--- config.mk ---
export PLATFORM = sky130hd
export DESIGN_NAME = l1_to_wishbone
export DESIGN_NICKNAME = d
export VERILOG_FILES = /design/src/l1_bus_pkg.sv /design/src/l1_request_hold.sv /design/src/l1_arbiter.sv /design/src/wishbone_master.sv /design/src/l1_response_router.sv /design/src/l1_to_wishbone.sv
export SDC_FILE = /design/constraint.sdc
export NUM_CORES = 1
export LEC_CHECK = 0
export ABC_AREA = 1
export BUFFER_PORTS_ARGS = -buffer_cell sky130_fd_sc_hd__buf_2
export CELL_PAD_IN_SITES_DETAIL_PLACEMENT = 0
export CELL_PAD_IN_SITES_GLOBAL_PLACEMENT = 1
export CORE_MARGIN = 1
export CORE_UTILIZATION = 35
export DETAILED_ROUTE_END_ITERATION = 10
export GPL_TIMING_DRIVEN = 1
export PLACE_DENSITY_LB_ADDON = 0.1
export SYNTH_ARGS = -nofsm -noshare
export SYNTH_HDL_FRONTEND = slang
export SYNTH_HIERARCHICAL = 1
export SYNTH_SLANG_ARGS = --single-unit
--- constraint.sdc ---
create_clock -name clk -period 4.1 [get_ports clk]
set_input_delay 0.205 -clock clk [delete_from_list [all_inputs] [get_ports clk]]
set_output_delay 0.205 -clock clk [all_outputs]
set_load 0.02 [all_outputs]
--- src/l1_bus_pkg.sv ---
// Shared widths, source tags and request/response structs for the L1 to Wishbone bridge
package l1_bus_pkg;

    // Byte address and data widths of the L1 ports
    localparam int ADDR_W = 32;
    localparam int DATA_W = 32;

    // Wishbone carries word addresses, so the two low bits are dropped
    localparam int WB_ADR_W = ADDR_W - 2;

    // One enable per byte lane
    localparam int BE_W = DATA_W / 8;

    // Requester that a transaction belongs to
    typedef enum logic {
        SRC_IFETCH = 1'b0,
        SRC_DATA   = 1'b1
    } l1_source_t;

    // Instruction fetch request, always a full word read
    typedef struct packed {
        logic [ADDR_W-1:0] addr;
    } ifetch_req_t;

    // Data port request, read or write with byte enables
    typedef struct packed {
        logic [ADDR_W-1:0] addr;
        logic              we;
        logic [BE_W-1:0]   be;
        logic [DATA_W-1:0] wdata;
    } data_req_t;

    // Arbitrated request towards the bus master
    // Instruction fetches are widened to the data request layout
    typedef struct packed {
        data_req_t  cmd;
        l1_source_t src;
    } l2_req_t;

    // Bus result with the tag of the requester it goes back to
    typedef struct packed {
        logic [DATA_W-1:0] rdata;
        logic              err;
        l1_source_t        src;
    } l2_rsp_t;

    // Response as seen by one requester
    typedef struct packed {
        logic [DATA_W-1:0] rdata;
        logic              err;
    } port_rsp_t;

endpackage

--- src/l1_request_hold.sv ---
// Per-port hold register that keeps one strobed request until the arbiter takes it
`timescale 1ns/1ns

module l1_request_hold #(
    parameter type REQ_T = logic
) (
    input  logic clk,
    input  logic rst,

    // Requester side
    input  logic req,
    input  REQ_T req_data,
    output logic busy,

    // Arbiter side
    output logic pending,
    output REQ_T held,
    input  logic take,

    // Response pulse from the router ends the transaction
    input  logic rsp_valid
);

    logic accept;

    // A strobe only counts while no transaction is outstanding
    assign accept = req && !busy;

    // Control state
    always_ff @(posedge clk) begin
        if (rst) begin
            busy    <= 1'b0;
            pending <= 1'b0;
        end else begin
            // Busy covers hold time and flight time down the pipeline
            if (accept) begin
                busy <= 1'b1;
            end else if (rsp_valid) begin
                busy <= 1'b0;
            end

            if (accept) begin
                pending <= 1'b1;
            end else if (take) begin
                pending <= 1'b0;
            end
        end
    end

    // Payload
    always_ff @(posedge clk) begin
        if (accept) begin
            held <= req_data;
        end
    end

    // Requester must wait for busy to fall
    a_no_req_while_busy : assert property (
        @(posedge clk) disable iff (rst)
        req |-> !busy
    ) else $error("request strobe while busy");

    // Arbiter only takes what is held
    a_take_needs_pending : assert property (
        @(posedge clk) disable iff (rst)
        take |-> pending
    ) else $error("take pulse without a pending request");

endmodule

--- src/l1_arbiter.sv ---
// Round-robin arbiter that merges held instruction and data requests into one tagged request
`timescale 1ns/1ns

module l1_arbiter (
    input  logic clk,
    input  logic rst,

    // Instruction fetch hold stage
    input  logic                    if_pending,
    input  l1_bus_pkg::ifetch_req_t if_held,
    output logic                    if_take,

    // Data hold stage
    input  logic                    d_pending,
    input  l1_bus_pkg::data_req_t   d_held,
    output logic                    d_take,

    // Bus master side
    input  logic                    master_idle,
    output logic                    req_valid,
    output l1_bus_pkg::l2_req_t     req
);

    l1_bus_pkg::l1_source_t last_src;
    l1_bus_pkg::l2_req_t    next_req;
    logic                   issue;
    logic                   grant_data;

    // The master still shows idle in the cycle of an issued request
    assign issue = master_idle && !req_valid && (if_pending || d_pending);

    // Alternate when both wait, otherwise serve whoever is waiting
    assign grant_data = d_pending && (!if_pending || (last_src == l1_bus_pkg::SRC_IFETCH));

    assign if_take = issue && !grant_data;
    assign d_take  = issue && grant_data;

    // Widen the fetch into a full word read
    always_comb begin
        if (grant_data) begin
            next_req.cmd = d_held;
            next_req.src = l1_bus_pkg::SRC_DATA;
        end else begin
            next_req.cmd.addr  = if_held.addr;
            next_req.cmd.we    = 1'b0;
            next_req.cmd.be    = '1;
            next_req.cmd.wdata = '0;
            next_req.src       = l1_bus_pkg::SRC_IFETCH;
        end
    end

    // Control state
    always_ff @(posedge clk) begin
        if (rst) begin
            req_valid <= 1'b0;
            // Fetch wins the first tie after reset
            last_src  <= l1_bus_pkg::SRC_DATA;
        end else begin
            req_valid <= issue;
            if (issue) begin
                last_src <= next_req.src;
            end
        end
    end

    // Issued request
    always_ff @(posedge clk) begin
        if (issue) begin
            req <= next_req;
        end
    end

    a_single_take : assert property (
        @(posedge clk) disable iff (rst)
        !(if_take && d_take)
    ) else $error("both ports granted in one cycle");

endmodule

--- src/wishbone_master.sv ---
// Wishbone classic master that runs one single-word cycle per arbitrated request
`timescale 1ns/1ns

module wishbone_master (
    input  logic clk,
    input  logic rst,

    // Arbiter side
    input  logic                          req_valid,
    input  l1_bus_pkg::l2_req_t           req,
    output logic                          idle,

    // Router side
    output logic                          done,
    output l1_bus_pkg::l2_rsp_t           rsp,

    // Wishbone bus
    output logic [l1_bus_pkg::WB_ADR_W-1:0] wb_adr,
    output logic [l1_bus_pkg::DATA_W-1:0]   wb_dat_w,
    output logic [l1_bus_pkg::BE_W-1:0]     wb_sel,
    output logic                            wb_cyc,
    output logic                            wb_stb,
    output logic                            wb_we,
    input  logic [l1_bus_pkg::DATA_W-1:0]   wb_dat_r,
    input  logic                            wb_ack,
    input  logic                            wb_err
);

    typedef enum logic {
        ST_IDLE,
        ST_ACTIVE
    } state_t;

    state_t                 state;
    l1_bus_pkg::l1_source_t active_src;
    logic                   start;
    logic                   finish;

    assign idle   = (state == ST_IDLE);
    assign start  = idle && req_valid;
    // Slave terminates with either ack or err
    assign finish = (state == ST_ACTIVE) && (wb_ack || wb_err);

    // FSM and bus control
    always_ff @(posedge clk) begin
        if (rst) begin
            state  <= ST_IDLE;
            wb_cyc <= 1'b0;
            wb_stb <= 1'b0;
            wb_we  <= 1'b0;
            done   <= 1'b0;
        end else begin
            done <= finish;
            case (state)
                ST_IDLE: begin
                    if (req_valid) begin
                        state  <= ST_ACTIVE;
                        wb_cyc <= 1'b1;
                        wb_stb <= 1'b1;
                        // Fetches never write
                        wb_we  <= req.cmd.we && (req.src != l1_bus_pkg::SRC_IFETCH);
                    end
                end
                ST_ACTIVE: begin
                    if (finish) begin
                        state  <= ST_IDLE;
                        wb_cyc <= 1'b0;
                        wb_stb <= 1'b0;
                        wb_we  <= 1'b0;
                    end
                end
                default: begin
                    state <= ST_IDLE;
                end
            endcase
        end
    end

    // Address phase payload
    always_ff @(posedge clk) begin
        if (start) begin
            wb_adr     <= req.cmd.addr[l1_bus_pkg::ADDR_W-1:2];
            wb_dat_w   <= req.cmd.wdata;
            wb_sel     <= req.cmd.be;
            active_src <= req.src;
        end
    end

    // Result capture, data is only meaningful on a good read
    always_ff @(posedge clk) begin
        if (finish) begin
            rsp.rdata <= (wb_err || wb_we) ? '0 : wb_dat_r;
            rsp.err   <= wb_err;
            rsp.src   <= active_src;
        end
    end

    a_stb_in_cyc : assert property (
        @(posedge clk) disable iff (rst)
        wb_stb |-> wb_cyc
    ) else $error("stb without cyc");

    // Arbiter must wait for idle
    a_no_req_when_active : assert property (
        @(posedge clk) disable iff (rst)
        req_valid |-> (state == ST_IDLE)
    ) else $error("request issued while bus cycle active");

endmodule

--- src/l1_response_router.sv ---
// Routes the finished bus result as a one-cycle response to the requester named by its tag
`timescale 1ns/1ns

module l1_response_router (
    input  logic clk,
    input  logic rst,

    // From the bus master
    input  logic                      done,
    input  l1_bus_pkg::l2_rsp_t       rsp,

    // Instruction fetch port
    output logic                      if_rsp_valid,
    output l1_bus_pkg::port_rsp_t     if_rsp_data,

    // Data port
    output logic                      d_rsp_valid,
    output l1_bus_pkg::port_rsp_t     d_rsp_data
);

    logic to_if;
    logic to_d;

    assign to_if = done && (rsp.src == l1_bus_pkg::SRC_IFETCH);
    assign to_d  = done && (rsp.src == l1_bus_pkg::SRC_DATA);

    // Response pulses
    always_ff @(posedge clk) begin
        if (rst) begin
            if_rsp_valid <= 1'b0;
            d_rsp_valid  <= 1'b0;
        end else begin
            if_rsp_valid <= to_if;
            d_rsp_valid  <= to_d;
        end
    end

    // Each port keeps its last response
    always_ff @(posedge clk) begin
        if (to_if) begin
            if_rsp_data.rdata <= rsp.rdata;
            if_rsp_data.err   <= rsp.err;
        end
        if (to_d) begin
            d_rsp_data.rdata <= rsp.rdata;
            d_rsp_data.err   <= rsp.err;
        end
    end

    a_one_port_at_a_time : assert property (
        @(posedge clk) disable iff (rst)
        !(if_rsp_valid && d_rsp_valid)
    ) else $error("response pulsed on both ports");

endmodule

--- src/l1_to_wishbone.sv ---
// Top level joining the instruction and data request ports onto one Wishbone classic master
`timescale 1ns/1ns

module l1_to_wishbone (
    input  logic clk,
    input  logic rst,

    // Instruction fetch port
    input  logic                            ifetch_req,
    input  l1_bus_pkg::ifetch_req_t         ifetch_req_data,
    output logic                            ifetch_busy,
    output logic                            ifetch_rsp_valid,
    output l1_bus_pkg::port_rsp_t           ifetch_rsp_data,

    // Data port
    input  logic                            data_req,
    input  l1_bus_pkg::data_req_t           data_req_data,
    output logic                            data_busy,
    output logic                            data_rsp_valid,
    output l1_bus_pkg::port_rsp_t           data_rsp_data,

    // Wishbone
    output logic [l1_bus_pkg::WB_ADR_W-1:0] wb_adr,
    output logic [l1_bus_pkg::DATA_W-1:0]   wb_dat_w,
    output logic [l1_bus_pkg::BE_W-1:0]     wb_sel,
    output logic                            wb_cyc,
    output logic                            wb_stb,
    output logic                            wb_we,
    input  logic [l1_bus_pkg::DATA_W-1:0]   wb_dat_r,
    input  logic                            wb_ack,
    input  logic                            wb_err
);

    logic                    if_pending;
    logic                    if_take;
    l1_bus_pkg::ifetch_req_t if_held;
    logic                    d_pending;
    logic                    d_take;
    l1_bus_pkg::data_req_t   d_held;
    logic                    l2_valid;
    l1_bus_pkg::l2_req_t     l2_req;
    logic                    master_idle;
    logic                    master_done;
    l1_bus_pkg::l2_rsp_t     l2_rsp;

    l1_request_hold #(.REQ_T(l1_bus_pkg::ifetch_req_t)) u_ifetch_hold (
        .clk(clk), .rst(rst), .req(ifetch_req), .req_data(ifetch_req_data),
        .busy(ifetch_busy), .pending(if_pending), .held(if_held),
        .take(if_take), .rsp_valid(ifetch_rsp_valid)
    );

    l1_request_hold #(.REQ_T(l1_bus_pkg::data_req_t)) u_data_hold (
        .clk(clk), .rst(rst), .req(data_req), .req_data(data_req_data),
        .busy(data_busy), .pending(d_pending), .held(d_held),
        .take(d_take), .rsp_valid(data_rsp_valid)
    );

    l1_arbiter u_arbiter (
        .clk(clk), .rst(rst),
        .if_pending(if_pending), .if_held(if_held), .if_take(if_take),
        .d_pending(d_pending), .d_held(d_held), .d_take(d_take),
        .master_idle(master_idle), .req_valid(l2_valid), .req(l2_req)
    );

    wishbone_master u_wishbone_master (
        .clk(clk), .rst(rst),
        .req_valid(l2_valid), .req(l2_req), .idle(master_idle),
        .done(master_done), .rsp(l2_rsp),
        .wb_adr(wb_adr), .wb_dat_w(wb_dat_w), .wb_sel(wb_sel),
        .wb_cyc(wb_cyc), .wb_stb(wb_stb), .wb_we(wb_we),
        .wb_dat_r(wb_dat_r), .wb_ack(wb_ack), .wb_err(wb_err)
    );

    l1_response_router u_response_router (
        .clk(clk), .rst(rst), .done(master_done), .rsp(l2_rsp),
        .if_rsp_valid(ifetch_rsp_valid), .if_rsp_data(ifetch_rsp_data),
        .d_rsp_valid(data_rsp_valid), .d_rsp_data(data_rsp_data)
    );

endmodule

# After elaboration in Yosys (flattened, before gate mapping)
# Index checks and enable logic that the tools add are counted.
# op_classes
eq_ne	2
n_mux	17
bitwise	3
n_reduce_logical	26
# ops
operator	count
two-way mux 70 bit	1
two-way mux 1 bit	13
logical AND 1 bit	12
nonzero test 2 bit	4
case mux 1 bit (2 select lines)	3
zero test 1 bit	5
logical OR 1 bit	4
inequality test 2 bit (second input constant)	2
inverter 1 bit	3
AND reduction 2 bit	1
# word_totals
output_inout_bits	139
inputBits	139
reg_bits	350
elab_cells	81

# Longest topological paths before layout
# Gate-level depths: netlist of run 1.
# logic_depth
ltp_word	7
depth_mapped	8
ltp_nobuf	8

# Modules after synthesis
# Netlist of run 1, hierarchy kept.
# modules_own_cells
module	cells_per_inst	instances	seq_area_each_um2	area_per_inst_um2
wishbone_master	192	1	3113.0	3507.1
l1_arbiter	267	1	2142.1	2912.8
l1_request_hold at u_data_hold	80	1	2112.0	2150.8
l1_response_router	75	1	2021.9	2050.7
l1_request_hold at u_ifetch_hold	43	1	1001.0	1039.7

# Worst setup path before layout of run 1
# Ideal clock, no wire load.
# synth_timing
path_type	reg-to-reg
startpoint	register u_wishbone_master.state
endpoint	register u_data_hold.pending
setup_ns	0.116
t_arrival_ns	3.908
t_required_ns	3.984
path_slack_ns	0.076
synth_period_minus_slack_ns	4.024
path_stages_with_launch	9
n_path_buf	0
cell_sequence	dfxtp_1 inv_1 nand2_1 nor2_1 nand2_1 inv_1 inv_1 nand2_1 a21oi_1
# synth_between
elab_chain_len	5
# synth_rtl
element	line	rtl
start: declaration	wishbone_master.sv:34	state_t state;
start signal: assignment	wishbone_master.sv:47	state <= ST_IDLE;
start signal: assignment	wishbone_master.sv:57	state <= ST_ACTIVE;
start signal: assignment	wishbone_master.sv:66	state <= ST_IDLE;
inverter 1 bit	wishbone_master.sv:39	assign idle = (state == ST_IDLE);
named net master_idle	l1_to_wishbone.sv:42	logic master_idle;
logical AND 1 bit (2 in series)	l1_arbiter.sv:30	assign issue = master_idle && !req_valid && (if_pending || d_pending);
named net u_arbiter.issue	l1_arbiter.sv:26	logic issue;
logical AND 1 bit	l1_arbiter.sv:36	assign d_take = issue && grant_data;
named net d_take	l1_to_wishbone.sv:38	logic d_take;
nonzero test 2 bit (no source line)	n/a	
end signal: assignment	l1_request_hold.sv:33	pending <= 1'b0;
end signal: assignment	l1_request_hold.sv:43	pending <= 1'b1;
end signal: assignment	l1_request_hold.sv:45	pending <= 1'b0;
end: declaration	l1_request_hold.sv:16	output logic pending,
# The timed path passes the listed nets, and every way through them passes these cells.
# A chain may end at the register's enable or synchronous reset.

# Final worst setup path of run 1
# layout_timing
startpoint	register u_ifetch_hold.pending
endpoint	register, netlist name u_arbiter/req[64]
# layout_between
elab_chain_len	2
# layout_rtl
element	line
start: declaration	l1_request_hold.sv:16
start signal: assignment	l1_request_hold.sv:33
start signal: assignment	l1_request_hold.sv:43
start signal: assignment	l1_request_hold.sv:45
logical OR 1 bit	l1_arbiter.sv:30
logical AND 1 bit	l1_arbiter.sv:30
named net u_arbiter.issue	l1_arbiter.sv:26
# The timed path passes the listed nets, and every way through them passes these cells.

==> results of run 1 <==
==> sequential cells by signal, indices dropped and copies added (netlist names), 4 cells and up <==
signal and flops:
u_wishbone_master/wb_dat_w 32, u_wishbone_master/wb_adr 30, u_wishbone_master/rsp 34, u_response_router/if_rsp_data 33, u_response_router/d_rsp_data 33, u_wishbone_master/wb_sel 4
u_arbiter/req 68, u_data_hold/held 67, u_ifetch_hold/held 30
==> timing repair <==
| item | in CTS | in global routing |
|---|---|---|
| hold endpoints to repair | 126 | 0 |
| hold buffers | 124 | 0 |
| gates resized for setup | 0 | 0 |
==> worst paths after layout <==
check                        startpoint                           end  slack [ns]  cells after the start
hold / removal             wb_dat_r[27]     u_wishbone_master/rsp[29]        0.03                      3
setup / recovery  u_ifetch_hold/pending             u_arbiter/req[64]        1.94                      3
setup reg to reg  u_ifetch_hold/pending             u_arbiter/req[64]        1.94                      3
hold reg to reg       u_arbiter/req[51]  u_wishbone_master/wb_adr[11]        0.41                      0
==> layout by cell type, fill, tap and decap left out <==
master,instances
a21oi_1,5
a21oi_4,1
buf_2,273
buf_4,12
clkbuf_1,9
clkbuf_16,41
clkinv_1,8
clkinv_2,8
clkinv_4,1
dfxtp_1,12
dlygate4sd3_1,124
edfxtp_1,332
inv_1,85
inv_2,2
nand2_1,103
nand2_2,2
nand3_1,2
nand4_1,1
nor2_1,65
nor2_2,11
nor2_4,2
o21ai_0,1
or2_1,5
==> metrics by stage <==
| step | instance area, sq um | setup WS [ns] | cells | util (%) | power (mW) |
|---|---|---|---|---|---|
| floorplan | 11460 | 0.1641 | 645 | - | 4.601 |
| global placement | 13370 | 1.861 | 1350 | 41.94 | 4.821 |
| detailed placement | 13370 | 1.864 | 1350 | 41.94 | 4.830 |
| finish | 15750 | 1.941 | 1540 | 49.39 | 7.896 |
| CTS | 15750 | 1.838 | 1540 | 49.39 | 8.045 |
| global route | 15750 | 1.724 | 1540 | 49.39 | 8.227 |
==> metal layers <==
layer / part of all wire (%) / up-vias / global-route usage [%] / routed length [um]
li1: - / 3083 / - / -
met1: 41 / 2877 / 15.14 / 8999
met2: 49 / 218 / 22.97 / 10830
met3: 8.3 / 40 / 4.249 / 1838
met4: 2.1 / 0 / 4.367 / 462
met5: 0 / - / 0 / 0
==> power by group through the flow <==
stage / registers [mW] / logic (mW) / clock network (mW)
after global routing: 4.26 / 0.654 / 3.31
after detailed placement: 4.32 / 0.515 / 0
after global placement: 4.31 / 0.514 / 0
after floorplan: 4.40 / 0.204 / 0
final: 4.24 / 0.590 / 3.07
after CTS: 4.24 / 0.611 / 3.19
==> worst register-to-register path, stage by stage, from the launching register on <==
cell and delay, ns:
dfxtp_1 0.43, nor2_1 0.10, nor2_4 0.81, buf_4 0.47
==> final cells by class <==
type                       instances  area (sq um)
inverter                          88         331.6
clock buffer                      50          1060
fill                            2808         16140
multi-input combinational        198         828.3
clock inverter                    16         73.82
sequential                       344         10210
timing repair buffer             409          2698
tap                              435         544.3
==> metrics.csv, run 1 <==
metric,value,unit
status,completed,
nNetsFinal,1218,
num_rows,65,
grt_overflow_total,0,
slew_headroom,30.30,%
cts_tree,built,
grt_pass1_vias,6368,
routed_wl,22130,um
slowest_delay,0.81,ns
pwr-share-comb,7.5,%
place.gp.congestion,0.7351,
internal_power,6.206,mW
cts.path.max_buffers,3,
p_leak,6.368,nW
finalClockSkew,0.007675,ns
critPathSlowestCell,nor2_4,
drc,0,
arrival,2.33,ns
rsz0062_at_grt,no,
worstPathRequired,4.27,ns
crit_path_end_kind,flip-flop,
setup_viol,0,
finalHoldViolCount,0,
setup-tns-final,0,ns
tightest_slew,1.043,ns
start_kind,flip-flop,
yosysWarningCount,6,
syn_nets,784,
critPathMaxFanout,35,
h-tree-depth,2,
clkPwrFrac,38.8,%
drt-initial-drc-count,202,
maxSlewViolCount,0,
cts_setup_buffers,0,
critPathKind,reg2reg,
final_layout_size_suffix_gt1_share,31.95,%
hp-class,in2reg,
cts_buffers,38,
wl_per_cell,14.37,um
dieArea,33470,sq um
antenna_found_initial,0,
netlist_instances,645,
sw_frac_of_total,21.40,%
ir_worst_vdd,0.0003348,V
grt_pass1_wl,33820,um
synth_area,11460,sq um
drtAntennaViolNets,0,
seq_power_share,53.7,%
power_density,501.5,nW/um^2
die_y,182.9,um
synth.avg_cell_area,17.77,sq um
maxCapViolCount,0,
syn_to_final_growth,37.41,%
ios,278,
max_clock_freq,463.3,MHz
grt_max_degree,70,
crit_chain,nor2_1 -> nor2_4 -> buf_4,
n_antenna_cell,0,
path_buf_inv,1,
num_vias,6218,
first_pass_iters,5,
grt_usage,13.13,%
cts.sinks,344,
clk_latency,0.50,ns
path_clk_slew,0.06,ns
critical_path.top_delay_family,simple AND/OR/NAND/NOR gates,
dp_hpwl,13750,um
core_area,31880,sq um
cts-root-buf,clkbuf_16,
period_share,52.65,%
port_buffers,273,
viasPerCell,4.038,
fp.dieW,182.9,um
hold-worst-slack,0.03212,ns
start_util,35.94,%
p_switching,1.689,mW
min_period,2.159,ns
(Power assumes the default switching activity.)
==> run 2: changes to the inputs <==
Settings changed: ABC_AREA 1 to 0.
Clock period 4.1 ns to 2.15 ns, I/O delays scaled along.
==> run 2 against run 1 <==
  * Clock-buffer cell count unchanged
  * Highest routed layer unchanged
  * Critical path type unchanged
  * Largest power group unchanged
  * Via count down 6.4%
  * Routed wire length down 1.4%
==> metrics.csv, run 2 <==
metric,value,unit,change
fillers,2647,,-5.7%
maxCapViolCount,0,,unchanged
sw_frac_of_total,20.46,%,-0.94 points
fp.dieW,181.9,um,-0.56%
hold_start,ifetch_req_data[10],,
cts.path.max_buffers,3,,unchanged
final_common_cell,edfxtp_1,,
port_buffers,273,,unchanged
grt_max_degree,69,,-1.4%
cts_setup_buffers,0,,unchanged
num_vias,5821,,-6.4%
p_total,15.35,mW,+94%
hp-class,in2reg,,
largest_reg_flops,68,,unchanged
multi_input_area,1055,sq um,+27%
n_antenna_cell,0,,unchanged
start_kind,flip-flop,,
synth_area,11330,sq um,-1.1%
h-tree-depth,2,,unchanged
syn_to_final_growth,40.14,%,
grt_pass1_vias,6069,,-4.7%
start_util,35.72,%,-0.22 points
cts-root-buf,clkbuf_16,,
p_switching,3.141,mW,+86%
num_rows,65,,unchanged
setup-tns-final,0,ns,unchanged
drc,0,,unchanged
setup_viol,0,,unchanged
dp_hpwl,13820,um,+0.47%
cp-startpoint,u_wishbone_master/state,,
ir_worst_vdd,0.0004839,V,+45%
power_density,967.0,nW/um^2,+93%
clk_latency,0.51,ns,about the same
cts_tree,built,,
nNetsFinal,1080,,-11%
regArea,10210,sq um,unchanged
die_y,181.9,um,-0.56%
final_area,15880,sq um,+0.84%
finalHoldViolCount,0,,unchanged
syn_nets,631,,-20%
place.gp.congestion,0.6971,,-5.2%
status,completed,,
tightest_slew,0.9166,ns,-0.1264 ns
ios,278,,unchanged
core_area,31720,sq um,-0.51%
placed_cells,1167,,-14%
antenna_found_initial,0,,unchanged
slew_headroom,38.83,%,+8.5 points
routed_wl,21810,um,-1.4%
dieArea,33090,sq um,-1.1%
grt_usage,13.09,%,-0.038 points
synth.avg_cell_area,23.03,sq um,+30%
drt-initial-drc-count,261,,+29%
period_share,70.57,%,+18 points
min_period,1.517,ns,-0.6413 ns
wl_per_cell,15.91,um,+11%
top_register,u_arbiter/req,,
cts_buffers,38,,unchanged
p_leak,5.931,nW,-6.9%
worstReg2RegStart,u_wishbone_master/state,,
path_clk_slew,0.06,ns,about the same
critPathKind,reg2reg,,
arrival,1.74,ns,-0.59 ns
maxSlewViolCount,0,,unchanged
grt_overflow_total,0,,unchanged
max_clock_freq,659.1,MHz,+42%
critPathMaxFanout,54,,+54%
seq_power_share,52.2,%,-1.5 points
final_layout_size_suffix_gt1_share,38.91,%,+7.0 points
netlist_instances,492,,-24%
internal_power,12.21,mW,+97%
finalClockSkew,0.01004,ns,+0.002367 ns
first_pass_iters,4,,-1
crit_chain,nand2b_1 -> clkinv_2 -> buf_12,,
clkPwrFrac,40.8,%,+2.0 points
cts.sinks,344,,unchanged
yosysWarningCount,6,,unchanged
layout_common_cells,"edfxtp_1 (332), buf_2 (273), dlygate4sd3_1 (136)",,
worstPathRequired,2.37,ns,-1.90 ns
rsz0062_at_grt,no,,
crit_path_end_kind,flip-flop,,
grt_pass1_wl,32800,um,-3.0%
stdcell_count,1371,,-11%
drtAntennaViolNets,0,,unchanged
pwr-share-comb,7.1,%,-0.4 points
critPathSlowestCell,dfxtp_1,,
viasPerCell,4.246,,+5.2%
slowest_delay,0.39,ns,-0.42 ns
placed_area,13290,sq um,-0.59%
top_regs,"u_arbiter/req: 68 flops, u_data_hold/held: 67 flops, u_wishbone_master/rsp: 34 flops",,
[run 2: path summary, 6_finish.rpt]
check,to,slack (ns),cells after the start
max,u_wishbone_master/wb_dat_w[26],0.63,3
min reg2reg,u_wishbone_master/wb_adr[21],0.41,0
min,u_ifetch_hold/held[10],0.30,2
max reg2reg,u_wishbone_master/wb_dat_w[26],0.63,3
[run 2: layer usage]
layer	vias to the layer above	track usage [%]	wire, um
li1	2793	-	-
met1	2771	15.13	8687
met2	227	22.35	10670
met3	30	5.014	2033
met4	0	4.269	412
met5	-	0	0
[run 2: metrics by stage]
step                hold slack (ns)  setup WS [ns]  util, %
finish                       0.3005         0.6327    50.06
global route                 0.2794         0.4944    50.06
CTS                          0.2734         0.6016    50.06
detailed placement           0.2856         0.6146    41.91
global placement             0.2835         0.6523    41.91
floorplan                    0.1782         0.1868        -
[run 2: cell type report]
| cell class | count | area share, % |
|---|---|---|
| clock buffer | 50 | 6.675 |
| clock inverter | 18 | 1.040 |
| inverter | 3 | 0.07880 |
| multi-input combinational | 134 | 6.643 |
| sequential | 344 | 64.30 |
| tap | 402 | 3.168 |
| timing repair buffer | 420 | 18.09 |
[run 2: worst max-delay path: cells and delay by family (launching register included)]
kind	cells	cell delay [ns]
buf+inv	2	0.62
flops	1	0.39
simple gates	1	0.17
[run 2: power by group through the flow]
stage | registers [mW] | logic [mW] | clock network, mW
floorplan | 8.27 | 0.349 | 0
global placement | 8.13 | 0.895 | 0
detailed placement | 8.15 | 0.913 | 0
CTS | 8.02 | 1.11 | 6.46
global route | 8.05 | 1.18 | 6.75
finish | 8.01 | 1.08 | 6.26
[run 2: what timing repair did]
action,CTS,global route
hold buffers,136,0
gates resized for setup,0,0
endpoints found under the hold margin,139,0
==> run 3: changes to the inputs <==
Clock period 2.15 ns to 1.4 ns, I/O delays scaled along.
==> run 3 against run 2 <==
  * The flow now finishes with violations (negative setup slack)
  * Clock power is 41% higher
  * Setup slack worse by 0.66 ns
  * First-iteration DRC count is 8.4% higher
  * Core utilization is 0.66 points higher
  * Combinational power is 76% higher
  * Total power is 50% higher
  * Sequential power is 54% higher
  * Fmax is 6.1% higher
  * Non-clock buffer count is 12 higher
  * Critical path type unchanged
  * Critical endpoint is now u_arbiter/req[50]
==> metrics.csv, run 3 (synthesis results as in run 2) <==
metric,value,unit,change
top_regs,"u_arbiter/req: 68 flops, u_data_hold/held: 67 flops, u_wishbone_master/rsp: 34 flops",,
grt_usage,13.67,%,+0.58 points
first_pass_iters,4,,unchanged
layout_common_cells,"edfxtp_1 (332), buf_2 (273), dlygate4sd3_1 (135)",,
top_register,u_arbiter/req,,
grt_pass1_vias,6191,,+2.0%
grt_max_degree,42,,-39%
stdcell_count,1377,,+0.44%
ir_worst_vdd,0.0007029,V,+45%
ff2ff_path_depth,4,,+1
clk_latency,0.50,ns,about the same
preCtsSetupSlack,-0.1346,ns,-0.7491 ns
fillers,2650,,+0.11%
final_layout_size_suffix_gt1_share,40.62,%,+1.7 points
crit_path_end_kind,flip-flop,,
cts-root-buf,clkbuf_16,,
maxSlewViolCount,0,,unchanged
setup_viol,23,,+23
start_util,35.72,%,unchanged
min_period,1.430,ns,-0.08708 ns
grt_pass1_wl,34250,um,+4.4%
ios,278,,unchanged
pwr-share-comb,8.3,%,+1.2 points
critical_path.top_delay_family,flip-flops,,
wl_per_cell,16.57,um,+4.2%
fp.dieW,181.9,um,unchanged
viasPerCell,4.282,,+0.85%
drt-initial-drc-count,283,,+8.4%
power_density,1430,nW/um^2,+48%
violations,negative setup slack,,
cts.sinks,344,,unchanged
cts.path.max_buffers,3,,unchanged
status,"complete, but fails checks",,
top_layer_used,met4,,
cts_tree,built,,
maxCapViolCount,0,,unchanged
worst_slack,-0.03018,ns,-0.6629 ns
n_antenna_cell,0,,unchanged
core_area,31720,sq um,unchanged
dieArea,33090,sq um,unchanged
max_clock_freq,699.2,MHz,+6.1%
drtAntennaViolNets,0,,unchanged
slowest_delay,0.34,ns,-0.05 ns
clkPwrFrac,38.3,%,-2.5 points
place.gp.congestion,0.7170,,+2.9%
slew_headroom,64.07,%,+25 points
fin_util,50.72,%,+0.66 points
placed_area,13470,sq um,+1.4%
antenna_found_initial,0,,unchanged
finalHoldViolCount,0,,unchanged
drc,0,,unchanged
path_clk_slew,0.06,ns,about the same
rsz0062_at_grt,yes,,
arrival,1.67,ns,-0.07 ns
critPathSlowestCell,dfxtp_2,,
r2r_end,u_arbiter/req[50],,
routed_wl,22820,um,+4.6%
start_kind,flip-flop,,
hp-class,in2reg,,
syn_to_final_growth,42.00,%,
largest_reg_flops,68,,unchanged
num_rows,65,,unchanged
nNetsFinal,1090,,+0.93%
worstPathRequired,1.64,ns,-0.73 ns
critPathMaxFanout,7,,-87%
hold_start,wb_ack,,
cts_buffers,36,,-5.3%
h-tree-depth,2,,unchanged
path_buf_inv,2,,unchanged
wl_met2,11210,um,+5.0%
seq_power_share,53.5,%,+1.3 points
met1_length,9552,um,+10%
critPathKind,reg2reg,,
placed_cells,1174,,+0.60%
die_y,181.9,um,unchanged
wl_met3,1661,um,-18%
final_area,16090,sq um,+1.3%
finalClockSkew,0.01070,ns,+0.0006571 ns
period_share,102.2,%,+32 points
multi_input_area,1146,sq um,+8.7%
sw_frac_of_total,20.81,%,+0.35 points
grt_overflow_total,0,,unchanged
rrSetupSlack,-0.03,ns,-0.66 ns
crit_chain,a21boi_4 -> buf_6 -> clkbuf_16 -> mux2_4,,
num_vias,5896,,+1.3%
dp_hpwl,14600,um,+5.6%
tightest_slew,0.5376,ns,-0.3790 ns
port_buffers,273,,unchanged
regArea,10220,sq um,about the same
internal_power,18.22,mW,+49%
p_switching,4.788,mW,+52%
p_leak,6.063,nW,+2.2%
final_common_cell,edfxtp_1,,
worstReg2RegStart,u_data_hold/pending,,
hold_end,u_wishbone_master/state,,
hold_path_depth,4,,+2
==> run 3: cell types whose count changed in the layout (fill, tap and decap cells not counted), sizes merged <==
cell / change
buf: +12
clkinv: +3
clkbuf: -7
bufinv: -1
dlygate4sd3: -1
==> run 3: area by class of cell <==
| class | instances | area share, % |
|---|---|---|
| timing repair buffer | 432 | 19.36 |
| inverter | 3 | 0.08555 |
| clock inverter | 20 | 0.9177 |
| sequential | 344 | 63.52 |
| tap | 402 | 3.126 |
| multi-input combinational | 134 | 7.124 |
| clock buffer | 42 | 5.872 |
==> run 3: power by group through the flow <==
stage	Sequential, mW	Clock [mW]	Combinational (mW)
final	12.3	8.80	1.90
after global routing	12.4	9.47	2.05
after global placement	12.5	0	1.50
after CTS	12.3	9.10	1.89
after detailed placement	12.5	0	1.54
after floorplan	12.7	0	0.547
==> run 3: what timing repair did <==
| action | in CTS | in global routing |
|---|---|---|
| pin swaps | 0 | 1 |
| gates cloned | 1 | 1 |
| hold endpoints to repair | 138 | 0 |
| gates resized for setup | 12 | 16 |
| setup endpoints to repair | 84 | 82 |
| setup buffers | 4 | 1 |
| hold buffers | 135 | 0 |
==> run 3: stage by stage <==
| stage | hold WS [ns] | TNS, ns | power (mW) |
|---|---|---|---|
| 6_report | 0.1266 | -0.4760 | 23.01 |
| 5_1_grt | 0.1484 | -1.992 | 23.89 |
| 4_1_cts | 0.1091 | -1.338 | 23.31 |
| 3_5_place_dp | 0.2481 | -5.380 | 14.07 |
| 3_3_place_gp | 0.2468 | -0.2616 | 13.99 |
| 2_1_floorplan | 0.1330 | -60.03 | 13.24 |
==> run 3: worst max path at each step <==
stage / startpoint / cells past startpoint / end
2_1_floorplan: u_arbiter/req_valid / 2 / u_arbiter/req[0]
3_3_place_gp: u_wishbone_master/wb_we / 2 / u_wishbone_master/rsp[25]
3_5_place_dp: u_wishbone_master/wb_we / 2 / u_wishbone_master/rsp[6]
4_1_cts: u_data_hold/pending / 4 / u_arbiter/req[57]
5_1_grt: u_data_hold/pending / 4 / u_arbiter/req[59]
6_report: u_data_hold/pending / 4 / u_arbiter/req[50]
==> run 3: metal layers <==
metal | GRT usage (%) | vias to the layer above
li1 | - | 2804
met1 | 16.60 | 2842
met2 | 23.75 | 219
met3 | 3.931 | 31
met4 | 3.798 | 0
met5 | 0 | -
==> run 3: tightest hold or removal path, cell delays in order <==
cell    delay, ns
buf_2        0.08
o21a_2       0.13
buf_12       0.22
nor3_1       0.07
